## src/rv_pkg.sv

```systemverilog
package rv_pkg;

  // datapath widths
  localparam int xlen = 32;
  localparam int reg_addr_w = 5;
  localparam int num_regs = 32;
  localparam int pc_step = 4;

  typedef logic [xlen-1:0] word_t;
  typedef logic [reg_addr_w-1:0] reg_addr_t;

  // major opcodes handled by the core
  typedef enum logic [6:0] {
    op_lui     = 7'b0110111,
    op_jal     = 7'b1101111,
    op_jalr    = 7'b1100111,
    op_branch  = 7'b1100011,
    op_reg_imm = 7'b0010011,
    op_reg_reg = 7'b0110011
  } opcode_e;

  // one-hot classification of what sits in writeback each cycle
  typedef enum logic [31:0] {
    cycle_invalid      = 32'd0,
    cycle_reset        = 32'd1,
    cycle_no_stall     = 32'd2,
    cycle_taken_branch = 32'd4
  } cycle_status_e;

  typedef struct packed {
    word_t         pc;
    word_t         insn;
    cycle_status_e status;
  } decode_stage_t;

  typedef struct packed {
    word_t         pc;
    word_t         insn;
    word_t         a;
    word_t         b;
    logic          writes_rd;
    cycle_status_e status;
  } execute_stage_t;

  // shared by the memory and writeback registers
  typedef struct packed {
    word_t         pc;
    word_t         insn;
    word_t         o;
    logic          writes_rd;
    cycle_status_e status;
  } wb_stage_t;

  typedef struct packed {
    logic  taken;
    word_t target;
  } redirect_t;

  typedef struct packed {
    reg_addr_t rd;
    word_t     value;
    logic      valid;
  } bypass_t;

  // what leaves writeback every cycle
  typedef struct packed {
    word_t         pc;
    word_t         insn;
    cycle_status_e status;
    reg_addr_t     rd;
    word_t         data;
    logic          we;
  } trace_t;

endpackage

```

## src/rv_regfile.sv

```systemverilog
module rv_regfile (
  input  logic              clk,
  input  logic              rst,
  input  rv_pkg::reg_addr_t rs1,
  input  rv_pkg::reg_addr_t rs2,
  output rv_pkg::word_t     rs1_data,
  output rv_pkg::word_t     rs2_data,
  input  rv_pkg::reg_addr_t rd,
  input  rv_pkg::word_t     rd_data,
  input  logic              we
);

  rv_pkg::word_t regs [rv_pkg::num_regs];

  assign rs1_data = regs[rs1];
  assign rs2_data = regs[rs2];

  // x0 is cleared by reset and never written afterwards
  always_ff @(posedge clk) begin
    if (rst) begin
      for (int i = 0; i < rv_pkg::num_regs; i++) begin
        regs[i] <= '0;
      end
    end else if (we && rd != '0) begin
      regs[rd] <= rd_data;
    end
  end

endmodule

```

## config.mk

```make
export PLATFORM = sky130hd
export DESIGN_NAME = rv_regfile
export DESIGN_NICKNAME = d
export VERILOG_FILES = /design/src/rv_pkg.sv /design/src/rv_regfile.sv
export SDC_FILE = /design/constraint.sdc
export NUM_CORES = 2
export LEC_CHECK = 0
export BUFFER_PORTS_ARGS = -buffer_cell sky130_fd_sc_hd__buf_4
export CAP_MARGIN = 10
export CORE_MARGIN = 1
export CORE_UTILIZATION = 45
export DETAILED_ROUTE_END_ITERATION = 10
export HOLD_SLACK_MARGIN = 0.15
export SLEW_MARGIN = 20
export SYNTH_ARGS = -nofsm -noshare
export SYNTH_HDL_FRONTEND = slang
export SYNTH_SLANG_ARGS = --single-unit
```

## constraint.sdc

```tcl
create_clock -name clk -period 2.3 [get_ports clk]
set_input_delay 0.46 -clock clk [delete_from_list [all_inputs] [get_ports clk]]
set_output_delay 0.46 -clock clk [all_outputs]
set_load 0.01 [all_outputs]
```

# ---- Word-level counts from Yosys, hierarchy flattened
# Memory sizes are Yosys's and may differ from the RTL's.
# Index checks and enable logic that the tools add are counted.
dict set report op_classes {
  muxes 8
  reduce_logical 3
}
# op count
set ops {}
lappend ops {{$mux 32} 1}
lappend ops {{$reduce_or 32->1} 1}
lappend ops {{$mux 1} 6}
lappend ops {{$mux 5} 1}
lappend ops {{$reduce_bool 5->1} 1}
lappend ops {{$logic_and 1x1->1} 1}
dict set report totals {
  ff_bits 0
  memories 1
  mem_bits_rw 1024
  out_inout_bits 64
  input_bits 50
}
# name depth width rd rd_ports_with_merged_regs write_ports line_no
set mem_list {}
lappend mem_list {regs 32 32 2 0 32 rv_regfile.sv:13} ;# rv_pkg::word_t regs [rv_pkg::num_regs];

# ---- Logic depth before layout (Yosys ltp)
dict set report logic_depth {
  word_depth 7
  mapped_depth 8
  ltp_nobuf 5
}

# ---- Worst setup path before layout
# No wires, ideal clock.
dict set report synth_timing {
  kind {input to output}
  startpoint {in rs1[1]}
  endpoint {out rs1_data[25]}
  required_time_ps 1840
  cell_stages 8
  path_slack_ps 181
  t_arrival_ps 1659
  path_cell_list {buf_2 buf_4 buf_4 buf_6 mux2i_1 a22oi_1 a31oi_1 nand3_1}
}
dict set report synth_between {
  elab_chain_cells 1
}
# element line_no
set synth_lines {}
lappend synth_lines {{from (decl)} rv_regfile.sv:4} ;# input rv_pkg::reg_addr_t rs1,
lappend synth_lines {{$mem_v2 32x32} n/a}
lappend synth_lines {{to (decl)} rv_regfile.sv:6} ;# output rv_pkg::word_t rs1_data,
# No other way between the ends.

==> flow_summary_export.csv <==
group,metric,value,unit
final_layout,fillers,9856,
die,start_util,0.456,
final_layout,ff_latch_area,30700,um2
run_status,violations,"setup timing",
timing,setup_tns,-13.99,ns
timing,fin_crit,2.66,ns
synthesis,synth_warnings,0,
synthesis,synth_cell_type_count,29,
synthesis,syn_area,55900,um2
cts,clockBufferDepth,3,
synthesis,synthesis.instances,4605,
place,hpwl,130000,um
grt,track_usage,0.325,
critical_path,worstSetupEndpointType,"output pin",
timing,period_share,1.16,
cts,cts_hold_buf,0,
grt,grt_pass1_wl,293000,um
cts,cts_root_buffer,"clkbuf_16",
grt,grt_max_degree,64,
route,routedWlPerCell,31.0,um
route,wl,209000,um
synthesis,yosys.area.top_type,"edfxtp_1",
timing,max_freq,0.376,GHz
flow_run,maxCapViolations,0,
cts,cts_buffers,115,
synthesis,synth-seq-cells,1024,
final_layout,multi_input_area,24900,um2
critical_path,arrival,2.20,ns
die,rows,128,
synthesis,yosysSeqAreaShare,0.550,
final_layout,largest_register_ffs,1024,
final_layout,drive_gt1_frac,0.225,
power_and_ir_drop,ir_drop,0.736,mV
route,drtPass1Iterations,5,
place,gp_congestion,0.900,
critical_path,worstSetupPathType,"reg2out",
power_and_ir_drop,total_power,47.6,mW
synthesis,synth_top_area_frac,0.550,
route,drtIter0Drc,4920,
synthesis,synth_area_leaders,"edfxtp_1 (55%), mux2i_1 (18%), and2_1 (11%)",
cts,clock-sinks,1024,
grt,grt_overflow,0,
timing,rsz0062_at_grt,"yes",
timing,maxSlewViolCount,0,
critical_path,critPathCapture,"rs1_data[9]",
cts,cts_htree_levels,3,
timing,hold_viol_final,0,
critical_path,cp.required,1.84,ns
final_layout,reg_top3,"regs (1024)",
worst_hold_path,worstHoldPathCells,2,
power_and_ir_drop,p_leak,27.8,nW
die,ioPinCount,114,
route,routed_via_density,6.12,
cts,clkTransAtPathRegs,0.06,ns
timing,slew-limit-headroom,0.614,
critical_path,crit_start,"regs[5][9]$_SDFFCE_PN0P_",
timing,tightest_slew,0.577,ns
critical_path,crit_path_max_fanout,2,
die,dieArea,126000,um2
final_layout,finalNetCount,5046,
route,dr_total_vias,41190,
die,fp.dieH,354,um
power_and_ir_drop,p_per_area,680,nW/um2
critical_path,startpoint_type,"register",
place,place.port_buffers,113,
timing,finalSetupViolations,64,
final_layout,area_growth,25.3,%
final_layout,regMostFlops,"regs",
route,final_antenna_net_count,0,
timing,setup_slack,-0.361,ns
worst_hold_path,hp-class,"in2reg",
die,die_w,354,um
grt,antenna_found_initial,14,
run_status,status,"complete, but fails checks",
grt,grt_pass1_vias,40306,
cts,cts_tree,"built",
synthesis,avgSynthCellArea,12.1,um2
die,fp.coreArea,123000,um2
route,drcViolationCount,0,
-- critical path: stages (launching register included) --
cell and delay (ns):
edfxtp_1 0.41, mux2i_2 0.25, a22o_1 0.24, nor3_4 0.08
a31oi_4 0.21, nand3_2 0.13, buf_6 0.14
-- how the worst min path moves through the flow --
stage	startpoint	to
2_1_floorplan	rd_data[31]	regs[1][31]$_SDFFCE_PN0P_
3_3_place_gp	rd_data[19]	regs[11][19]$_SDFFCE_PN0P_
3_5_place_dp	rd_data[19]	regs[31][19]$_SDFFCE_PN0P_
4_1_cts	rd_data[19]	regs[11][19]$_SDFFCE_PN0P_
5_1_grt	rd_data[6]	regs[1][6]$_SDFFCE_PN0P_
6_report	rd_data[19]	regs[11][19]$_SDFFCE_PN0P_
-- cell families after synthesis --
| family | share of synthesized area |
|---|---|
| other | 0.0000671 |
| AOI/OAI and AO/OA | 0.0702 |
| and+or+nand+nor | 0.157 |
| muxes | 0.183 |
| DFF | 0.550 |
| buffers and inverters | 0.0390 |
-- power breakdown --
group / switching [mW] / internal [mW] / total, mW
clock: 7.84 / 10.4 / 18.2
sequential: 0.568 / 21.6 / 22.1
combinational: 4.10 / 3.14 / 7.24
-- routing by layer --
layer  vias to the layer above  wire length (um)  GRT usage
li1                      17675                 -          -
met1                     20949             87300      0.460
met2                      2188             93900      0.496
met3                       376             19400     0.0562
met4                         2              8140      0.133
met5                         -                17          0
-- through the flow --
step / setup WS [ns] / cells / utilization / instance area (um2) / hold slack (ns)
global placement: -0.499 / 6415 / 0.513 / 62800 / 0.969
global route: -0.371 / 6717 / 0.571 / 70000 / 0.273
floorplan: 0.181 / 4636 / - / 56000 / 0.658
detailed placement: -0.499 / 6415 / 0.513 / 62800 / 0.979
CTS: -0.344 / 6690 / 0.566 / 69400 / 0.213
finish: -0.361 / 6730 / 0.571 / 70000 / 0.253
-- cells in the mapped netlist, drive strengths merged --
master / n
edfxtp: 1024
nand2b: 5
a21oi: 192
or2: 33
a31oi: 64
buf: 212
nor2: 35
a22oi: 192
nor2b: 5
nor3: 64
or3: 2
clkbuf: 234
or3b: 2
nand2: 196
conb: 1
mux2i: 1024
nand3b: 4
and2: 994
nand3: 194
a22o: 128
-- cell usage in the layout (no fill, tap or decap), types with 5 or more instances in the layout --
cell type / instances
or2_2: 33
buf_12: 192
mux2i_1: 1006
a31oi_1: 16
a22o_1: 128
a22oi_2: 15
a21oi_1: 187
nand3_2: 53
a31oi_2: 11
buf_8: 13
buf_6: 93
nand3_1: 134
nand2_1: 193
diode_2: 14
a31oi_4: 37
edfxtp_1: 1024
and2_1: 992
conb_1: 32
bufbuf_16: 7
nand3_4: 7
mux2i_2: 15
nor3_2: 41
bufinv_16: 11
a21oi_2: 5
nor3_4: 21
nor2_4: 33
buf_16: 18
clkbuf_16: 121
clkinvlp_4: 8
clkinv_2: 25
a22oi_1: 177
buf_4: 361
clkinv_1: 28
clkbuf_1: 20
-- repair_timing --
item,4_1_cts,5_1_grt
pin swaps,164,126
setup endpoints to repair,64,64
resized for setup,358,78
buffers inserted,90,29
gates cloned,13,5
-- cell type report --
| cell class | instances | area share |
|---|---|---|
| Tap cell | 1625 | 0.0290 |
| Clock buffer | 136 | 0.0425 |
| Timing Repair Buffer | 689 | 0.123 |
| Multi-Input combinational cell | 3166 | 0.356 |
| Antenna cell | 14 | 0.000500 |
| Sequential cell | 1024 | 0.439 |
| Clock inverter | 76 | 0.00947 |
Note: power is estimated with default switching activity, not from simulation.
