$ cat config.mk
export PLATFORM = sky130hd
export DESIGN_NAME = rv_fetch
export DESIGN_NICKNAME = d
export VERILOG_FILES = /design/src/rv_pkg.sv /design/src/rv_fetch.sv
export SDC_FILE = /design/constraint.sdc
export NUM_CORES = 1
export LEC_CHECK = 0
export BUFFER_PORTS_ARGS = -buffer_cell sky130_fd_sc_hd__buf_2
export CAP_MARGIN = 20
export CORE_ASPECT_RATIO = 1.4
export CORE_MARGIN = 3
export CORE_UTILIZATION = 41
export CTS_CLUSTER_SIZE = 16
export DETAILED_ROUTE_END_ITERATION = 7
export PLACE_DENSITY_LB_ADDON = 0.08
export SYNTH_ARGS = -nofsm -noshare
export SYNTH_HDL_FRONTEND = slang
export SYNTH_SLANG_ARGS = --single-unit
$ cat constraint.sdc
create_clock -name clk -period 2.04 [get_ports clk]
set_clock_uncertainty 0.15 [all_clocks]
set_input_delay 0.102 -clock clk [delete_from_list [all_inputs] [get_ports clk]]
set_output_delay 0.102 -clock clk [all_outputs]
set_load 0.03 [all_outputs]
$ cat src/rv_pkg.sv
package rv_pkg;

  // datapath widths
  localparam int xlen = 32;
  localparam int reg_addr_w = 5;
  localparam int num_regs = 32;
  localparam int pc_step = 4;

  typedef logic [xlen-1:0] word_t;
  typedef logic [reg_addr_w-1:0] reg_addr_t;

  // major opcodes handled by the core
  typedef enum logic [6:0] {
    op_lui     = 7'b0110111,
    op_jal     = 7'b1101111,
    op_jalr    = 7'b1100111,
    op_branch  = 7'b1100011,
    op_reg_imm = 7'b0010011,
    op_reg_reg = 7'b0110011
  } opcode_e;

  // one-hot classification of what sits in writeback each cycle
  typedef enum logic [31:0] {
    cycle_invalid      = 32'd0,
    cycle_reset        = 32'd1,
    cycle_no_stall     = 32'd2,
    cycle_taken_branch = 32'd4
  } cycle_status_e;

  typedef struct packed {
    word_t         pc;
    word_t         insn;
    cycle_status_e status;
  } decode_stage_t;

  typedef struct packed {
    word_t         pc;
    word_t         insn;
    word_t         a;
    word_t         b;
    logic          writes_rd;
    cycle_status_e status;
  } execute_stage_t;

  // shared by the memory and writeback registers
  typedef struct packed {
    word_t         pc;
    word_t         insn;
    word_t         o;
    logic          writes_rd;
    cycle_status_e status;
  } wb_stage_t;

  typedef struct packed {
    logic  taken;
    word_t target;
  } redirect_t;

  typedef struct packed {
    reg_addr_t rd;
    word_t     value;
    logic      valid;
  } bypass_t;

  // what leaves writeback every cycle
  typedef struct packed {
    word_t         pc;
    word_t         insn;
    cycle_status_e status;
    reg_addr_t     rd;
    word_t         data;
    logic          we;
  } trace_t;

endpackage

$ cat src/rv_fetch.sv
module rv_fetch (
  input  logic                  clk,
  input  logic                  rst,
  input  rv_pkg::word_t         insn,
  input  rv_pkg::redirect_t     redirect,
  output rv_pkg::word_t         pc_to_imem,
  output rv_pkg::decode_stage_t decode_state
);

  rv_pkg::word_t pc;

  // imem answers in the same cycle
  assign pc_to_imem = pc;

  always_ff @(posedge clk) begin
    if (rst) begin
      pc <= '0;
    end else if (redirect.taken) begin
      pc <= redirect.target;
    end else begin
      pc <= pc + rv_pkg::word_t'(rv_pkg::pc_step);
    end
  end

  // the word fetched alongside a taken redirect is on the wrong path
  always_ff @(posedge clk) begin
    if (rst) begin
      decode_state <= '{pc: '0, insn: '0, status: rv_pkg::cycle_reset};
    end else if (redirect.taken) begin
      decode_state <= '{pc: '0, insn: '0, status: rv_pkg::cycle_taken_branch};
    end else begin
      decode_state <= '{pc: pc, insn: insn, status: rv_pkg::cycle_no_stall};
    end
  end

endmodule

* Word level (Yosys, flattened, before mapping)
Cells that the tools add are included.
Operators by class: add/sub/neg operators 1, $mul 0, div/mod/pow operators 0, order comparisons 0, equal/unequal tests 0, shift-type cells 0, muxes and demuxes 2, bitwise gates (word level) 0, reduce and logical (&&, ||, !) cells 1
Operator list (count):
- $add A32 B3 Y32 const B | 1
- $mux W32 | 1
- $mux W3 | 1
- $reduce_or A2 Y1 | 1
Word-level totals: register bits 128, latch bits 0, RAM bits 0, memory bits (read-only) 0, output and inout bits 128, logic and storage cells 8, memories kept 0

* Depth between registers and ports, before layout
Gate-level depths: netlist of the first run.
depth after elaboration 2, depth in mapped cells 7, depth with buffers taken out 5

* Worst setup path before layout of the first run
OpenSTA, ideal clock, no wires.
path kind reg2reg, start point reg pc[8], in the netlist pc_to_imem[8], end point reg pc[25], in the netlist pc_to_imem[25], arrival time 1.895 ns, data required time 1.768 ns, slack -0.127 ns, cell stages (with the launch flop) 6, period minus slack after synthesis 2.167 ns, cell sequence dfxtp_1 > buf_6 > nand4_1 > or4_1 > o31a_1 > a221o_1
Between the ends: longest elaborated chain between the ends 2
RTL lines:
- start, declared | RTL line rv_fetch.sv:10 | rv_pkg::word_t pc;
- start signal, assigned | RTL line rv_fetch.sv:19 | pc <= redirect.target;
- start signal, assigned | RTL line rv_fetch.sv:21 | pc <= pc + rv_pkg::word_t'(rv_pkg::pc_step);
- $add A32 B3 Y32 | RTL line rv_fetch.sv:21
- $mux W32 | RTL line rv_fetch.sv:18 | end else if (redirect.taken) begin
No other way between the ends. A chain may end at the register's enable or synchronous reset.

* Final worst setup path of the first run
start point reg pc[20], in the netlist pc_to_imem[20], end point reg pc[31], in the netlist pc_to_imem[31]
Same word-level chain as after synthesis.

==> results of run 1 <==
-- layer usage --
layer,vias up,global-route usage [%],part of all wire [%],wire length (um)
met5,-,0,0,0
met4,0,9.50,2.3,252
met3,19,4.81,7.1,782
met2,137,37.1,52,5780
met1,1636,23.0,38,4240
li1,1751,-,-,-
-- per-stage QoR --
step / std cells / instance area, sq um / hold WS, ps
after global placement: 656 / 4740 / 150
after floorplan: 406 / 3920 / -20.3
final: 737 / 5750 / 30.4
after global routing: 737 / 5750 / 30.0
after CTS: 736 / 5710 / 13.1
after detailed placement: 656 / 4740 / 155
-- power by group --
part | internal [W] | switching, W
combinational | 0.000282 | 0.000450
clock | 0.00111 | 0.000726
sequential | 0.00203 | 0.0000647
-- worst register-to-register path: stages, from the launching register on --
cell and delay [ps]:
dfxtp_2 380, nand4_1 150, or4_4 510, or4_1 410
a311oi_1 250
-- synth_stat cells, types with 6 or more instances --
master / number / share of area, %
nand3_1: 15 / 2.0
or4_1: 8 / 1.6
nand4_1: 8 / 1.3
xor2_1: 9 / 2.1
nand2_1: 10 / 0.99
o31ai_1: 6 / 1.2
and2_1: 60 / 9.9
a211oi_1: 12 / 2.4
inv_1: 9 / 0.89
dfxtp_1: 99 / 52
nor2_1: 27 / 2.7
buf_4: 31 / 6.1
clkbuf_1: 11 / 1.1
a311oi_1: 7 / 1.6
-- sequential cells by signal (all words and copies together), names as in the netlist --
| signal | cells |
|---|---|
| decode_state | 67 |
| pc_to_imem | 32 |
-- layout by cell type (no fill, tap or decap), types with 3 or more instances in the layout --
master / instances
a311oi_1: 6
inv_1: 9
and3_1: 3
nand3_1: 15
a211oi_1: 12
buf_4: 29
o21ai_0: 5
and4_1: 4
dfxtp_2: 10
nor3_1: 5
xor2_1: 9
buf_2: 165
o31ai_1: 6
nor2_1: 27
clkbuf_16: 9
nand4_1: 8
nand2_1: 10
xnor2_1: 3
or3_1: 5
dlygate4sd3_1: 64
dfxtp_1: 86
and2_1: 60
dfxtp_4: 3
or4_1: 8
a221o_1: 3
conb_1: 29
-- what timing repair did --
action                                 4_1_cts  5_1_grt
resized for setup                            0        7
buffers inserted                             0        1
endpoints found under the hold margin       64        0
setup endpoints to repair                    0        3
hold buffers                                64        0
-- how the worst min path moves through the flow --
stage | start | endpoint | slack [ps] | cells past startpoint
2_1_floorplan | rst | decode_state[0] | -20 | 0
3_3_place_gp | insn[27] | decode_state[59] | 150 | 2
3_5_place_dp | insn[22] | decode_state[54] | 160 | 2
4_1_cts | rst | decode_state[0] | 10 | 2
5_1_grt | rst | decode_state[0] | 30 | 2
6_report | rst | decode_state[0] | 30 | 2
-- layout make-up --
class	instances	area share [%]
Inverter	9	0.588
Timing Repair Buffer	258	29.3
Clock buffer	10	4.16
Clock inverter	6	1.55
Sequential cell	99	34.9
Tap cell	105	2.29
Multi-Input combinational cell	250	27.2
-- kinds of logic (layout without fill, tap and decap cells) --
| kind of cell | Yosys count | after routing | share of synthesized area, % |
|---|---|---|---|
| compound gates | 45 | 45 | 8.97 |
| xor+xnor | 12 | 12 | 2.77 |
| fa+ha+maj | 1 | 1 | 0.330 |
| buf+inv | 57 | 283 | 9.83 |
| flops | 99 | 99 | 52.2 |
| mux | 1 | 1 | 0.264 |
| other cells | 1 | 29 | 0.0988 |
| simple gates | 162 | 162 | 25.5 |
==> impl_metrics.csv, run 1 <==
group,metric,value,unit
sta,fmaxAchievable,517,MHz
clock_tree,htree_levels,3,
yosys,avgSynthCellArea,10.0,sq um
run,maxCapViolations,0,
yosys,ys_seq_area_share,52.2,%
cells_and_area,post-route-util,65.2,%
cells_and_area,area_growth_syn_to_layout,51.4,%
floorplan,die_w,87.3,um
sta,finalCriticalPeriod,1940,ps
critical_path,crit_path_max_incr_delay,510,ps
detailed_routing,postRouteAntennaNets,0,
global_route,antenna_found_initial,0,
critical_path,path_max_fanout,8,
cells_and_area,regArea,0.00201,sq mm
clock_tree,clock_path_buffers,2,
clock_tree,clockRootBuffer,"clkbuf_16",
critical_path,path_depth,4,
critical_path,reg2reg_depth,4,
cells_and_area,layout.nets,695,
detailed_routing,first_iter_violations,100,
place,dp_hpwl,7600,um
sta,finalWorstSetupSlack,105,ps
yosys,ys_warn_count,0,
place,portBuffers,165,
place,place_congestion,0.844,
critical_path,crit_required,2150,ps
sta,setup_viol,0,
place,post-place-ws,46.6,ps
cells_and_area,layout-drive-gt1-share,37.0,%
sta,min_period_over_period,94.9,%
sta,worstMarginPinSlew,743,ps
global_route,first_global_vias,3570,
floorplan,die_area,0.0105,sq mm
clock_tree,clock_sinks,99,
critical_path,crit_type,"flip-flop to flip-flop",
yosys,synth_area,0.00379,sq mm
global_route,grt-ovfl-total,0,
sta,hold_viol,0,
floorplan,initial_core_util,43.1,%
detailed_routing,totalWireLength,11000,um
clock_tree,cts_made_buffers,9,
floorplan,die_h,120,um
floorplan,coreArea,0.00881,sq mm
critical_path,cp-start-kind,"flip-flop",
floorplan,io_pins,195,
sta,slew_headroom,50.3,%
global_route,grt_pass1_wl,17300,um
detailed_routing,post_drt_wl_per_cell,15.0,um
critical_path,crit_chain,"nand4_1 > or4_4 > or4_1 > a311oi_1",
clock_tree,path_clk_slew,70,ps
critical_path,crit_buf_inv,0,
yosys,synth.distinct_cells,46,
floorplan,num_rows,40,
yosys,synth_cells,378,
critical_path,crit_start,"pc_to_imem[20]",
critical_path,endpoint_kind,"flip-flop",
critical_path,slowest_stage,"or4_4",
detailed_routing,drc,0,
min_path,worstHoldPathType,"primary input to flip-flop",
clock_tree,cts_tree,"built",
cells_and_area,final.fill_count,736,
sta,maxSlewViolCount,0,
sta,tns,0,ps
critical_path,endpoint,"pc_to_imem[31]",
critical_path,path_delay_family,"simple AND/OR/NAND/NOR gates",
critical_path,worst_r2r_startpoint,"pc_to_imem[20]",
critical_path,rr_endpoint,"pc_to_imem[31]",
critical_path,regToRegSetupSlack,100,ps
yosys,ys_ff_latch,99,
yosys,synth_top_flop_cell,"dfxtp_1",
power,leakage,2.76,nW
power,finalPower,0.00466,W
yosys,synth-async-reset-ratio,0,%
global_route,grt_max_degree,29,
status,status,"finished, final reports clean",
yosys,synth_edf_count,0,
power,p_per_area,810,mW/mm^2
detailed_routing,vias_per_cell,4.81,
cells_and_area,multi_input_area,0.00156,sq mm
power,irDropWorstVdd,0.544,mV
detailed_routing,drtPass1Iterations,4,
cells_and_area,antenna_cells,0,
detailed_routing,num_vias,3543,
clock_tree,insertion_delay,340,ps
critical_path,arrival,2040,ps
global_route,grt_util_all_layers,20.9,%
(Power assumes the default switching activity.)
==> run 2, diff against run 1 <==
--- a/config.mk
+++ b/config.mk
@@ -12,7 +12,7 @@
 export CORE_UTILIZATION = 41
 export CTS_CLUSTER_SIZE = 16
 export DETAILED_ROUTE_END_ITERATION = 7
-export PLACE_DENSITY_LB_ADDON = 0.08
+export PLACE_DENSITY_LB_ADDON = 0.05
 export SYNTH_ARGS = -nofsm -noshare
 export SYNTH_HDL_FRONTEND = slang
 export SYNTH_SLANG_ARGS = --single-unit
==> impl_metrics.csv, run 2 (synthesis gave the netlist of run 1 again) <==
group,metric,value,unit
critical_path,path_max_fanout,8,
critical_path,crit_required,2160,ps
sta,hold_viol,0,
detailed_routing,postRouteAntennaNets,0,
cells_and_area,antenna_cells,0,
critical_path,slowest_stage,"or4_1",
detailed_routing,totalWireLength,10700,um
detailed_routing,drc,0,
sta,finalCriticalPeriod,1950,ps
critical_path,endpoint_kind,"flip-flop",
critical_path,crit_chain,"ha_2 > and2_1 > nand4_1 > buf_4 > or4_1 > a31oi_1",
clock_tree,cts_made_buffers,9,
sta,worstMarginPinSlew,767,ps
detailed_routing,num_vias,3505,
cells_and_area,layout.nets,698,
clock_tree,clock_path_buffers,2,
power,leakage,2.76,nW
global_route,grt_max_degree,24,
cells_and_area,final_area,0.00574,sq mm
place,place_congestion,0.840,
cells_and_area,final_common_cell,"buf_2",
clock_tree,clockRootBuffer,"clkbuf_16",
floorplan,die_w,87.3,um
sta,maxSlewViolCount,0,
clock_tree,cts_tree,"built",
global_route,grt_pass1_wl,16700,um
critical_path,cp-start-kind,"flip-flop",
place,post-place-ws,64.6,ps
place,placed_area,0.00474,sq mm
critical_path,crit_buf_inv,1,
floorplan,initial_core_util,43.1,%
cells_and_area,regMostFlops,"decode_state",
detailed_routing,drtPass1Iterations,4,
floorplan,die_area,0.0105,sq mm
global_route,first_global_vias,3383,
sta,min_period_over_period,95.5,%
clock_tree,insertion_delay,340,ps
floorplan,coreArea,0.00881,sq mm
critical_path,crit_path_max_incr_delay,400,ps
cells_and_area,layout-drive-gt1-share,36.7,%
sta,fmaxAchievable,513,MHz
critical_path,arrival,2070,ps
clock_tree,htree_levels,3,
critical_path,path_delay_family,"simple AND/OR/NAND/NOR gates",
place,dp_hpwl,7570,um
power,irDropWorstVdd,0.813,mV
cells_and_area,post-route-util,65.2,%
cells_and_area,layout_common_cells,"165 x buf_2, 86 x dfxtp_1, 66 x dlygate4sd3_1",
sta,finalWorstSetupSlack,90.9,ps
cells_and_area,largest_register_ffs,67,
sta,setup_viol,0,
run,maxCapViolations,0,
cells_and_area,area_growth_syn_to_layout,51.3,%
detailed_routing,first_iter_violations,101,
cells_and_area,final.fill_count,750,
global_route,grt-ovfl-total,0,
critical_path,crit_type,"flip-flop to flip-flop",
sta,slew_headroom,48.7,%
min_path,worstHoldPathType,"flip-flop to flip-flop",
detailed_routing,vias_per_cell,4.74,
floorplan,num_rows,40,
clock_tree,clock_sinks,99,
global_route,antenna_found_initial,0,
place,portBuffers,165,
power,p_per_area,768,mW/mm^2
floorplan,die_h,120,um
status,status,"finished, final reports clean",
clock_tree,path_clk_slew,60,ps
global_route,grt_util_all_layers,20.1,%
floorplan,io_pins,195,
detailed_routing,post_drt_wl_per_cell,14.4,um
-- run 2: changes by cell type in the layout (fill, tap and decap cells not counted), moves of 2 or more --
cell,change
dfxtp_2,-4
dfxtp_4,+4
bufinv_16,-2
clkbuf_1,+2
clkinvlp_4,-2
dlygate4sd3_1,+2
-- run 2: per-layer routing --
layer / vias to the layer above / global-route usage, % / wire length (um)
li1: 1762 / - / -
met1: 1594 / 23.9 / 4280
met2: 140 / 35.5 / 5500
met3: 9 / 3.50 / 757
met4: 0 / 7.10 / 139
met5: - / 0 / 0
-- run 2: final timing paths --
kind / slack [ps] / end / startpoint / cells past startpoint
worst max register to register: 90 / pc_to_imem[18] / pc_to_imem[3] / 6
worst min-delay path: 340 / decode_state[65] / pc_to_imem[1] / 1
worst min register to register: 340 / decode_state[65] / pc_to_imem[1] / 1
worst max-delay path: 90 / pc_to_imem[18] / pc_to_imem[3] / 6
-- run 2: final cells by class --
cell class	instances	area (sq um)	share of cell area, %
Inverter	9	33.8	0.588
Clock inverter	3	22.5	0.392
Clock buffer	13	260	4.53
Tap cell	105	131	2.29
Timing Repair Buffer	261	1710	29.8
Sequential cell	99	2020	35.1
Multi-Input combinational cell	250	1570	27.3
-- run 2: metrics by stage --
stage	total power, W	instances	setup TNS (ps)	hold slack, ps
final	0.00441	740	0	341
after global routing	0.00459	740	-41.8	359
after CTS	0.00445	737	0	337
after detailed placement	0.00276	655	0	155
after global placement	0.00276	655	0	151
after floorplan	0.00258	406	-67.7	-20.3
-- run 2: power breakdown --
part | internal, W | switching [W]
Sequential | 0.00202 | 0.0000636
Combinational | 0.000284 | 0.000447
Clock | 0.000897 | 0.000693
-- run 2: repair_timing --
| item | in CTS | in global routing |
|---|---|---|
| hold buffers | 66 | 0 |
| endpoints found under the setup margin | 0 | 4 |
| hold endpoints to repair | 64 | 0 |
| setup buffers | 0 | 3 |
| resized for setup | 0 | 11 |
