**src/rv_pkg.sv**
```systemverilog
package rv_pkg;

  // datapath widths
  localparam int xlen = 32;
  localparam int reg_addr_w = 5;
  localparam int num_regs = 32;
  localparam int pc_step = 4;

  typedef logic [xlen-1:0] word_t;
  typedef logic [reg_addr_w-1:0] reg_addr_t;

  // major opcodes handled by the core
  typedef enum logic [6:0] {
    op_lui     = 7'b0110111,
    op_jal     = 7'b1101111,
    op_jalr    = 7'b1100111,
    op_branch  = 7'b1100011,
    op_reg_imm = 7'b0010011,
    op_reg_reg = 7'b0110011
  } opcode_e;

  // one-hot classification of what sits in writeback each cycle
  typedef enum logic [31:0] {
    cycle_invalid      = 32'd0,
    cycle_reset        = 32'd1,
    cycle_no_stall     = 32'd2,
    cycle_taken_branch = 32'd4
  } cycle_status_e;

  typedef struct packed {
    word_t         pc;
    word_t         insn;
    cycle_status_e status;
  } decode_stage_t;

  typedef struct packed {
    word_t         pc;
    word_t         insn;
    word_t         a;
    word_t         b;
    logic          writes_rd;
    cycle_status_e status;
  } execute_stage_t;

  // shared by the memory and writeback registers
  typedef struct packed {
    word_t         pc;
    word_t         insn;
    word_t         o;
    logic          writes_rd;
    cycle_status_e status;
  } wb_stage_t;

  typedef struct packed {
    logic  taken;
    word_t target;
  } redirect_t;

  typedef struct packed {
    reg_addr_t rd;
    word_t     value;
    logic      valid;
  } bypass_t;

  // what leaves writeback every cycle
  typedef struct packed {
    word_t         pc;
    word_t         insn;
    cycle_status_e status;
    reg_addr_t     rd;
    word_t         data;
    logic          we;
  } trace_t;

endpackage

```
**src/rv_decode.sv**
```systemverilog
module rv_decode (
  input  logic                   clk,
  input  logic                   rst,
  input  rv_pkg::decode_stage_t  decode_state,
  input  rv_pkg::redirect_t      redirect,
  input  rv_pkg::bypass_t        wb_bypass,
  output rv_pkg::reg_addr_t      rs1,
  output rv_pkg::reg_addr_t      rs2,
  input  rv_pkg::word_t          rs1_data,
  input  rv_pkg::word_t          rs2_data,
  output rv_pkg::execute_stage_t execute_state
);

  rv_pkg::opcode_e op;
  rv_pkg::word_t   a;
  rv_pkg::word_t   b;
  logic            writes_rd;

  assign op  = rv_pkg::opcode_e'(decode_state.insn[6:0]);
  assign rs1 = decode_state.insn[19:15];
  assign rs2 = decode_state.insn[24:20];

  // the register file is written at the end of this cycle, so forward the
  // value that writeback is about to commit
  always_comb begin
    if (wb_bypass.valid && wb_bypass.rd == rs1) begin
      a = wb_bypass.value;
    end else begin
      a = rs1_data;
    end
    if (wb_bypass.valid && wb_bypass.rd == rs2) begin
      b = wb_bypass.value;
    end else begin
      b = rs2_data;
    end
  end

  // branches carry immediate bits in the rd field
  assign writes_rd = (decode_state.status == rv_pkg::cycle_no_stall) &&
                     (op != rv_pkg::op_branch);

  always_ff @(posedge clk) begin
    if (rst) begin
      execute_state <= '{pc: '0, insn: '0, a: '0, b: '0, writes_rd: 1'b0,
                         status: rv_pkg::cycle_reset};
    end else if (redirect.taken) begin
      execute_state <= '{pc: '0, insn: '0, a: '0, b: '0, writes_rd: 1'b0,
                         status: rv_pkg::cycle_taken_branch};
    end else begin
      execute_state <= '{pc: decode_state.pc, insn: decode_state.insn, a: a, b: b,
                         writes_rd: writes_rd, status: decode_state.status};
    end
  end

endmodule

```
**config.mk**
```make
export PLATFORM = sky130hd
export DESIGN_NAME = rv_decode
export DESIGN_NICKNAME = d
export VERILOG_FILES = /design/src/rv_pkg.sv /design/src/rv_decode.sv
export SDC_FILE = /design/constraint.sdc
export NUM_CORES = 1
export LEC_CHECK = 0
export BUFFER_PORTS_ARGS = -buffer_cell sky130_fd_sc_hd__buf_4
export CORE_AREA = 5 5 152 154
export CTS_CLUSTER_DIAMETER = 150
export DETAILED_ROUTE_END_ITERATION = 6
export DIE_AREA = 0 0 157 159
export GPL_TIMING_DRIVEN = 0
export HOLD_SLACK_MARGIN = 0.12
export PLACE_DENSITY = 0.59
export SLEW_MARGIN = 30
export SYNTH_ARGS = -nofsm -noshare
export SYNTH_HDL_FRONTEND = slang
export SYNTH_SLANG_ARGS = --single-unit
```
**constraint.sdc**
```tcl
create_clock -name clk -period 1.45 [get_ports clk]
set_clock_uncertainty 0.1 [all_clocks]
set_input_delay 0.145 -clock clk [delete_from_list [all_inputs] [get_ports clk]]
set_output_delay 0.145 -clock clk [all_outputs]
set_load 0.005 [all_outputs]
```
**Word level (Yosys, flattened, before mapping)**

Index checks and enable logic that the tools add are counted.

- Add/sub/neg operators: 0
- Multipliers: 0
- Div/mod/pow operators: 0
- Magnitude comparators: 0
- Eq/ne operators: 4
- Shifts and indexed selects: 0
- Multiplexer cells: 3
- Bitwise gates (word level): 0
- Reductions and logical operators: 4

Operators with widths:

| cell | count |
|---|---|
| two-way mux 32 bit | 2 |
| equality test 32 x 2 -> 1 bit (second input constant) | 1 |
| equality test 5 bit | 2 |
| inequality test 7 bit (second input constant) | 1 |
| logical AND 1 bit | 3 |
| two-way mux 3 bit | 1 |
| OR reduction 2 bit | 1 |

- Bits in registers: 161
- Latch bits: 0
- RAM bits: 0
- Memory bits (read-only): 0
- Input port bits: 233
- Output and inout bits: 171
- Logic and storage cells: 18
- Memories: 0

**Depth between registers and ports, before layout**

Gate-level depths: netlist of the first run.

- Word-level depth: 3
- Mapped depth: 6
- Depth with buffers taken out: 4

**Worst setup path before layout of the first run**

OpenSTA, ideal clock, no wires.

- Path kind: input-to-reg
- Start point: input decode_state[48] (netlist name)
- End point: register execute_state[73] (netlist name)
- Setup time: 72 ps
- Arrival: 1138 ps
- Required time: 1278 ps
- Path slack: 141 ps
- Stages: 6
- Cell sequence: xor2_1 -> nor4_1 -> and3_1 -> buf_4 -> buf_6 -> mux2i_1

- Cells in the longest elaborated chain, start to end: 3

Ends and longest elaborated chain:

| item | RTL line | text |
|---|---|---|
| from (decl) | rv_decode.sv:4 | `input rv_pkg::decode_stage_t decode_state,` |
| equality test 5 bit | rv_decode.sv:26 | `if (wb_bypass.valid && wb_bypass.rd == rs1) begin` |
| logical AND 1 bit | rv_decode.sv:26 |  |
| two-way mux 32 bit | rv_decode.sv:26 |  |
| to (signal assigned) | rv_decode.sv:44 | `execute_state <= '{pc: '0, insn: '0, a: '0, b: '0, writes_rd: 1'b0,` |
| to (signal assigned) | rv_decode.sv:47 | `execute_state <= '{pc: '0, insn: '0, a: '0, b: '0, writes_rd: 1'b0,` |
| to (signal assigned) | rv_decode.sv:50 | `execute_state <= '{pc: decode_state.pc, insn: decode_state.insn, a: a, b: b,` |
| to (decl) | rv_decode.sv:11 | `output rv_pkg::execute_stage_t execute_state` |

Every way passes these cells.
A chain may end at the register's enable or synchronous reset.

**Final worst setup path of the first run**

- Start point: input decode_state[3] (netlist name)
- End point: register execute_state[32] (netlist name)

- Cells in the longest elaborated chain, start to end: 2

Ends and longest elaborated chain:

| item | RTL line | text |
|---|---|---|
| equality test 32 x 2 -> 1 bit | rv_decode.sv:39 | `assign writes_rd = (decode_state.status == rv_pkg::cycle_no_stall) &&` |
| logical AND 1 bit | rv_decode.sv:39 |  |

Every way passes these cells.

==> impl_metrics.py, run 1 <==
metrics = {
    "global_route": {
        "grt_pass1_vias": 6164,
        "track_usage": 0.1732,
        "grt_max_degree": 19,
        "grt_pass1_wl_mm": 33.42,
        "antenna_found_initial": 0,
        "grt-ovfl-total": 0,
    },
    "setup_path": {
        "criticalPathCategory": "primary input to register",
        "crit_start": "decode_state[3]",
        "crit_fanout": 2,
        "cp.required_ns": 1.70,
        "crit_end": "execute_state[32]",
        "cp-start-kind": "primary input",
        "cp-end-kind": "register",
        "cp.arrival_ns": 1.60,
    },
    "clocking": {
        "clkTransAtPathRegs_ns": 0.08,
        "htree_levels": 4,
        "cts-root-buf": "clkbuf_16",
        "cts_tree": "done",
        "cts_buffers": 17,
        "clockBufferDepth": 2,
        "clock_sinks": 161,
    },
    "synth": {
        "synth_nets": 718,
        "synth_seq_cells": 161,
        "ys_types": 23,
        "netlist_area_um2": 5279,
        "seq_area_frac_synth": 0.6106,
        "synthCells": 485,
        "syn_area_per_cell_um2": 10.88,
        "ys_warn_count": 0,
    },
    "routing": {
        "drt_first_pass_iters": 4,
        "wire_per_inst_um": 16.52,
        "routed_via_density": 4.039,
        "drt-initial-drc-count": 169,
        "final_antenna_net_count": 0,
        "via_count": 5509,
        "route.detailed.drc": 0,
        "wl_mm": 22.53,
    },
    "timing": {
        "report.final.slew_viol_count": 0,
        "finalHoldViolCount": 0,
        "worst_slew_pin_slew_ns": 0.6108,
        "fin_ws_ns": 0.09719,
        "setup_violations": 0,
        "finalCritPeriodShare": 0.9330,
        "rsz0062_at_grt": "no",
        "fmax_mhz": 739.2,
        "slew_headroom": 0.5928,
        "finalCriticalPeriod_ns": 1.353,
    },
    "cells_and_area": {
        "n_antenna_cell": 0,
        "layout-drive-gt1-share": 0.3994,
        "syn2layout_area_growth_pct": 108.1,
        "reg_top3": "execute_state x161",
        "final_cell_area_um2": 10990,
        "nets": 1304,
        "largest_reg_flops": 161,
        "final_cells": 1364,
        "regMostFlops": "execute_state",
    },
    "floorplan": {
        "rows": 54,
        "dieHeight_um": 159,
        "die_area_um2": 24960,
        "fp.dieW_um": 157,
        "pin_count": 404,
        "start_util": 0.2449,
        "core_area_um2": 21550,
    },
    "placed_design": {
        "portBuffers": 371,
        "gp_congestion": 0.8297,
        "dpl.hpwl_mm": 16.22,
        "place_area_um2": 8414,
        "dp_cells": 1136,
        "dp_slack_ns": -0.8367,
    },
    "power": {
        "powerDensity_nw_per_um2": 979.2,
        "power_leakage_nw": 5.283,
        "ir_worst_vdd_v": 0.0007218,
    },
    "flow_run": {
        "max_cap_viol_count": 0,
    },
    "run_status": {
        "status": "complete, no violations",
    },
    "min_path": {
        "worst_hold_path_type": "primary input to register",
    },
}
## worst min-delay path by stage
stage | startpoint | slack (ns) | cells past startpoint | to
CTS | decode_state[55] | -0.14 | 2 | execute_state[120]
finish | wb_bypass[36] | 0.12 | 4 | execute_state[33]
floorplan | rst | 0.12 | 1 | execute_state[2]
global placement | decode_state[79] | 0.25 | 2 | execute_state[144]
global route | wb_bypass[36] | 0.14 | 4 | execute_state[33]
detailed placement | decode_state[45] | 0.25 | 2 | execute_state[110]
## final cells by class
class / count / area (um^2)
Inverter: 1 / 3.754
Tap cell: 280 / 350.3
Timing Repair Buffer: 567 / 4747
Multi-Input combinational cell: 286 / 1833
Fill cell: 1897 / 10570
Sequential cell: 161 / 3223
Clock inverter: 15 / 163.9
Clock buffer: 17 / 425.4
Buffer: 37 / 239.0
## synth_stat cells
master | instances | area share
a21o_1 | 1 | 0.0014
and2_1 | 94 | 0.11
and3_1 | 1 | 0.0012
buf_2 | 4 | 0.0038
buf_4 | 11 | 0.016
buf_6 | 6 | 0.013
clkbuf_1 | 16 | 0.011
dfxtp_1 | 161 | 0.61
inv_1 | 1 | 0.00071
mux2i_1 | 64 | 0.12
nand2_1 | 96 | 0.068
nand3_1 | 2 | 0.0019
nand3_2 | 1 | 0.0019
nand4_1 | 1 | 0.0012
nand4b_1 | 1 | 0.0017
nor2_1 | 2 | 0.0014
nor2_2 | 1 | 0.0012
nor3_1 | 2 | 0.0019
nor4_1 | 8 | 0.0095
nor4_2 | 1 | 0.0024
nor4bb_1 | 1 | 0.0019
xnor2_1 | 2 | 0.0033
xor2_1 | 8 | 0.013
## routing by layer
metal  GRT usage  share of wire  vias to the layer above
met5           0              0                        -
met4     0.06193          0.027                        0
met3     0.06415          0.091                       35
met2      0.3082           0.50                      243
met1      0.1864           0.38                     2512
li1            -              -                     2719
## timing repair
item                                    in CTS  in global routing
setup buffers                                0                  0
hold buffers                               195                  1
endpoints found under the setup margin     112                  3
hold endpoints to repair                   161                  1
gates resized for setup                      6                  3
## placed cells by master (no fill, tap or decap), types with 2 or more instances in the layout
cell type,n
and2_1,94
clkinv_8,3
inv_6,3
nor4_2,2
buf_6,6
buf_2,3
inv_8,6
nor2_1,2
clkbuf_1,11
dfxtp_1,161
clkbuf_2,5
nor4_1,7
xnor2_1,2
nand2_1,96
nand3_1,2
mux2i_1,64
buf_4,383
nor3_1,2
xor2_1,8
clkbuf_16,17
dlygate4sd3_1,196
## critical path, cell delays in order
cell,delay (ns)
dlygate4sd3_1,0.56
buf_4,0.16
nor4_1,0.36
nand4_1,0.17
nor3_1,0.21
## stage by stage
step | hold slack [ns] | utilization | total power, mW | TNS (ns)
after global routing | 0.1422 | 0.5097 | 11.24 | 0
after floorplan | 0.1174 | - | 5.075 | 0
after global placement | 0.2466 | 0.3904 | 5.949 | -81.80
after detailed placement | 0.2495 | 0.3904 | 5.954 | -74.81
after CTS | -0.1362 | 0.5089 | 10.90 | 0
final | 0.1232 | 0.5097 | 10.76 | 0
## cells by family after synthesis
group / Yosys count / synth area share
multiplexers: 64 / 0.1214
AO/OA/AOI/OAI: 1 / 0.001423
AND/OR/NAND/NOR: 211 / 0.2057
flip-flops: 161 / 0.6106
XOR/XNOR: 10 / 0.01659
buffers and inverters: 38 / 0.04432
## report_power, final
group | internal [mW] | switching (mW)
combinational | 1.08 | 0.563
clock | 2.32 | 2.13
sequential | 4.61 | 0.0545
(Power assumes the default switching activity.)
==> run 2: changes to the inputs <==
--- a/config.mk
+++ b/config.mk
@@ -6,13 +6,13 @@
 export NUM_CORES = 1
 export LEC_CHECK = 0
 export BUFFER_PORTS_ARGS = -buffer_cell sky130_fd_sc_hd__buf_4
-export CORE_AREA = 5 5 152 154
+export CORE_AREA = 5 5 153 155
 export CTS_CLUSTER_DIAMETER = 150
 export DETAILED_ROUTE_END_ITERATION = 6
-export DIE_AREA = 0 0 157 159
+export DIE_AREA = 0 0 158 160
 export GPL_TIMING_DRIVEN = 0
 export HOLD_SLACK_MARGIN = 0.12
-export PLACE_DENSITY = 0.59
+export PLACE_DENSITY = 0.58
 export SLEW_MARGIN = 30
 export SYNTH_ARGS = -nofsm -noshare
 export SYNTH_HDL_FRONTEND = slang
==> impl_metrics.py, run 2 (same netlist as run 1, synthesis figures left out) <==
metrics = {
    "run_status": {
        "status": "finished, violations left",
        "violations": "hold timing",
    },
    "global_route": {
        "use_met3": 0.06901,
        "antenna_found_initial": 0,
        "top_usage_layer": "met2",
        "grt_max_degree": 18,
        "grt_pass1_vias": 5989,
        "grt_pass1_wl_mm": 32.75,
        "track_usage": 0.1677,
        "met1_usage": 0.1795,
        "grt-ovfl-total": 0,
        "met2_usage": 0.2974,
    },
    "timing": {
        "fmax_mhz": 694.0,
        "finalCritPeriodShare": 0.9938,
        "fin_ws_ns": 0.008978,
        "tns_ns": 0,
        "rsz0062_at_grt": "no",
        "finalCriticalPeriod_ns": 1.441,
        "report.final.slew_viol_count": 0,
        "finalHoldViolCount": 3,
        "setup_violations": 0,
        "worst_slew_pin_slew_ns": 0.5899,
        "whs_ns": -0.1569,
        "slew_headroom": 0.6031,
    },
    "cells_and_area": {
        "syn2layout_area_growth_pct": 108.1,
        "multi_input_area_um2": 1827,
        "final_common_cell": "buf_4",
        "final_cell_mix": "buf_4, dlygate4sd3_1, dfxtp_1, nand2_1, and2_1",
        "nets": 1301,
        "final_cell_area_um2": 10990,
        "layout-drive-gt1-share": 0.3996,
        "reg_top3": "execute_state x161",
        "fin_util": 0.5065,
        "largest_reg_flops": 161,
        "register_area_um2": 3223,
        "regMostFlops": "execute_state",
        "n_antenna_cell": 0,
        "fillers": 1926,
    },
    "floorplan": {
        "start_util": 0.2434,
        "dieHeight_um": 160,
        "core_area_um2": 21690,
        "fp.dieW_um": 158,
        "die_area_um2": 25280,
        "pin_count": 404,
        "rows": 54,
    },
    "min_path": {
        "hold_end": "execute_state[5]",
        "worst_hold_path_type": "primary input to register",
        "hold_depth": 2,
        "min-delay-start": "decode_state[5]",
    },
    "setup_path": {
        "critPathMaxStageDelay_ns": 0.55,
        "cp.required_ns": 1.66,
        "cp-end-kind": "register",
        "crit_slowest_cell": "dlygate4sd3_1",
        "path_cells": "dlygate4sd3_1 -> buf_4 -> and3_1 -> buf_4 -> buf_6 -> mux2i_1",
        "crit_fanout": 10,
        "criticalPathCategory": "primary input to register",
        "cp_common_cell": "buf_4",
        "cp-start-kind": "primary input",
        "cp.arrival_ns": 1.65,
    },
    "flow_run": {
        "max_cap_viol_count": 0,
    },
    "clocking": {
        "cts_buffers": 17,
        "cts-root-buf": "clkbuf_16",
        "clock_sinks": 161,
        "clockBufferDepth": 2,
        "cts_tree": "done",
        "htree_levels": 4,
        "cts_hold_buf": 192,
        "clkTransAtPathRegs_ns": 0.07,
    },
    "routing": {
        "drt-initial-drc-count": 170,
        "wire_per_inst_um": 16.27,
        "routed_via_density": 3.983,
        "drt_first_pass_iters": 4,
        "final_antenna_net_count": 0,
        "route.detailed.drc": 0,
        "wl_mm": 22.14,
        "via_count": 5421,
    },
    "power": {
        "powerDensity_nw_per_um2": 1002,
        "power_leakage_nw": 5.284,
        "ir_worst_vdd_v": 0.0006880,
    },
    "placed_design": {
        "dp_slack_ns": -0.9518,
        "gp_congestion": 0.7971,
        "place_area_um2": 8414,
        "dpl.hpwl_mm": 15.83,
        "portBuffers": 371,
    },
}
[run 2: timing repair]
item	4_1_cts	5_1_grt
endpoints found under the setup margin	115	2
gates resized for setup	6	0
setup buffers	0	1
pin swaps	0	1
hold endpoints to repair	161	4
cloned	0	0
[run 2: report_power, final]
group / total [mW] / internal [mW] / leakage (nW) / switching (mW)
clock: 4.72 / 2.64 / 0.301 / 2.08
combinational: 1.63 / 1.08 / 3.66 / 0.555
sequential: 4.66 / 4.61 / 1.32 / 0.0524
total: 11.0 / 8.32 / 5.28 / 2.69
[run 2: how the worst max path moves through the flow]
stage,end,cells past startpoint,slack [ns],startpoint
after floorplan,execute_state[73],6,0.14,decode_state[48]
after global placement,execute_state[75],6,-0.90,redirect[32]
after detailed placement,execute_state[75],6,-0.95,redirect[32]
after CTS,execute_state[75],6,0.04,wb_bypass[0]
after global routing,execute_state[75],6,0.04,wb_bypass[0]
final,execute_state[75],6,0.009,wb_bypass[0]
[run 2: critical path: cells and delay by family]
family	cells	cell delay, ns
buffers and inverters	4	1.03
muxes	1	0.34
and+or+nand+nor	1	0.13
[run 2: cell type report]
cell class	count	share of cell area
plain buffers	37	0.02164
flip-flops and latches	161	0.2934
clock inverters	15	0.01743
inverters	1	0.0003417
multi-input cells	286	0.1663
clock buffers	17	0.03872
repair buffers	564	0.4303
well taps	280	0.03189
[run 2: metrics by stage]
step           hold WS [ns]  std cells  power [mW]
2_1_floorplan        0.1174        485       5.075
3_5_place_dp         0.2338       1136       5.950
4_1_cts             -0.1697       1360       11.16
6_report            -0.1569       1361       11.01
5_1_grt             -0.1523       1361       11.49
3_3_place_gp         0.2325       1136       5.942
[run 2: routing by layer]
| layer | wire, um | share of wire |
|---|---|---|
| met5 | 0 | 0 |
| met4 | 487 | 0.022 |
| met3 | 2316 | 0.10 |
| met2 | 11110 | 0.50 |
| met1 | 8224 | 0.37 |
==> run 3: changes to the inputs <==
--- a/config.mk
+++ b/config.mk
@@ -7,12 +7,14 @@
 export LEC_CHECK = 0
 export BUFFER_PORTS_ARGS = -buffer_cell sky130_fd_sc_hd__buf_4
 export CORE_AREA = 5 5 153 155
+export CTS_BUF_LIST = sky130_fd_sc_hd__clkbuf_2 sky130_fd_sc_hd__clkbuf_4 sky130_fd_sc_hd__clkbuf_8
 export CTS_CLUSTER_DIAMETER = 150
 export DETAILED_ROUTE_END_ITERATION = 6
 export DIE_AREA = 0 0 158 160
 export GPL_TIMING_DRIVEN = 0
 export HOLD_SLACK_MARGIN = 0.12
 export PLACE_DENSITY = 0.58
+export SKIP_LAST_GASP = 1
 export SLEW_MARGIN = 30
 export SYNTH_ARGS = -nofsm -noshare
 export SYNTH_HDL_FRONTEND = slang
==> impl_metrics.py, run 3 (same netlist as run 1, synthesis figures left out) <==
metrics = {
    "timing": {
        "setup_violations": 1,
        "rsz0062_at_grt": "no",
        "finalHoldViolCount": 2,
        "worst_slew_pin_slew_ns": 0.5981,
        "whs_ns": -0.1363,
        "report.final.slew_viol_count": 0,
        "finalCritPeriodShare": 1.010,
        "fin_ws_ns": -0.01417,
        "slew_headroom": 0.6013,
        "finalCriticalPeriod_ns": 1.464,
        "tns_ns": -0.01417,
        "fmax_mhz": 683.0,
    },
    "cells_and_area": {
        "regMostFlops": "execute_state",
        "fillers": 1952,
        "final_common_cell": "buf_4",
        "layout-drive-gt1-share": 0.3989,
        "final_cell_mix": "buf_4, dlygate4sd3_1, dfxtp_1, nand2_1, and2_1",
        "largest_reg_flops": 161,
        "final_cell_area_um2": 10820,
        "nets": 1303,
        "reg_top3": "execute_state x161",
        "syn2layout_area_growth_pct": 104.9,
    },
    "run_status": {
        "status": "finished, violations left",
        "violations": "hold timing, setup timing",
    },
    "clocking": {
        "htree_levels": 4,
        "cts_buffers": 17,
        "cts_tree": "done",
        "clock_sinks": 161,
        "clkTransAtPathRegs_ns": 0.11,
        "clockBufferDepth": 2,
        "cts-root-buf": "clkbuf_8",
    },
    "setup_path": {
        "crit_fanout": 2,
        "cp-start-kind": "primary input",
        "criticalPathCategory": "primary input to register",
        "cp-end-kind": "register",
        "cp.arrival_ns": 1.74,
        "cp.required_ns": 1.73,
    },
    "routing": {
        "drt-initial-drc-count": 184,
        "route.detailed.drc": 0,
        "final_antenna_net_count": 0,
        "via_count": 5475,
        "wl_mm": 22.31,
        "wire_per_inst_um": 16.36,
        "routed_via_density": 4.014,
        "drt_first_pass_iters": 4,
    },
    "placed_design": {
        "gp_congestion": 0.7971,
        "portBuffers": 371,
        "dpl.hpwl_mm": 15.83,
        "place_area_um2": 8414,
    },
    "global_route": {
        "grt_max_degree": 18,
        "grt_pass1_vias": 6007,
        "track_usage": 0.1690,
        "antenna_found_initial": 1,
        "grt_pass1_wl_mm": 32.91,
        "grt-ovfl-total": 0,
    },
    "power": {
        "powerDensity_nw_per_um2": 912.6,
        "ir_worst_vdd_v": 0.0004871,
        "power_leakage_nw": 5.205,
    },
    "floorplan": {
        "core_area_um2": 21690,
        "start_util": 0.2434,
        "fp.dieW_um": 158,
        "pin_count": 404,
        "rows": 54,
        "dieHeight_um": 160,
        "die_area_um2": 25280,
    },
    "min_path": {
        "worst_hold_path_type": "primary input to register",
        "hold_depth": 2,
    },
    "flow_run": {
        "max_cap_viol_count": 0,
    },
}
## run 3: cell count changes in the layout (fill, tap and decap cells not counted), sizes merged
cell         previous run  this run
dlygate4sd3           192       194
buf                   393       392
clkbuf                 33        34
diode                   0         1
## run 3: repair_timing
item                                    CTS  global route
hold buffers                            192             2
hold endpoints to repair                161             5
endpoints found under the setup margin  112             3
gates resized for setup                   5             1
buffers inserted                          0             1
pin swaps                                 0             1
## run 3: worst max-delay path, stage by stage
cell and delay (ns):
dlygate4sd3_1 0.53, buf_4 0.14, nor4_1 0.47, nand4_1 0.22, nor3_1 0.23
## run 3: power by group
| part | leakage (nW) | internal (mW) | total, mW | switching [mW] |
|---|---|---|---|---|
| sequential | 1.32 | 4.61 | 4.66 | 0.0528 |
| clock | 0.214 | 1.63 | 3.57 | 1.95 |
| combinational | 3.67 | 1.08 | 1.64 | 0.559 |
## run 3: final timing paths
kind            start           endpoint  slack (ns)
min   decode_state[3]   execute_state[3]       -0.14
max   decode_state[5]  execute_state[32]       -0.01
## run 3: cell type report
type                       count  area [um^2]  share of cell area
clock inverter                15        191.4             0.01770
antenna                        1        2.502           0.0002313
inverter                       1        3.754           0.0003470
multi-input combinational    286         1827              0.1689
clock buffer                  17        234.0             0.02163
buffer                        37        237.7             0.02198
timing repair buffer         566         4747              0.4389
sequential                   161         3223              0.2980
tap                          280        350.3             0.03239
## run 3: metrics by stage
step / cells / worst slack, ns / total power [mW] / utilization
finish: 1364 / -0.01417 / 9.871 / 0.4987
global route: 1364 / 0.004673 / 10.35 / 0.4987
CTS: 1360 / -0.009383 / 9.997 / 0.4967
detailed placement: 1136 / -0.9518 / 5.950 / 0.3880
global placement: 1136 / -0.8982 / 5.942 / 0.3880
floorplan: 485 / 0.1408 / 5.075 / -
## run 3: metal layers
layer  part of all wire  vias to the layer above  global-route usage
li1                   -                     2711                   -
met1               0.37                     2482              0.1817
met2               0.51                      257              0.3017
met3               0.10                       25             0.06658
met4              0.019                        0             0.05312
met5                  0                        -                   0
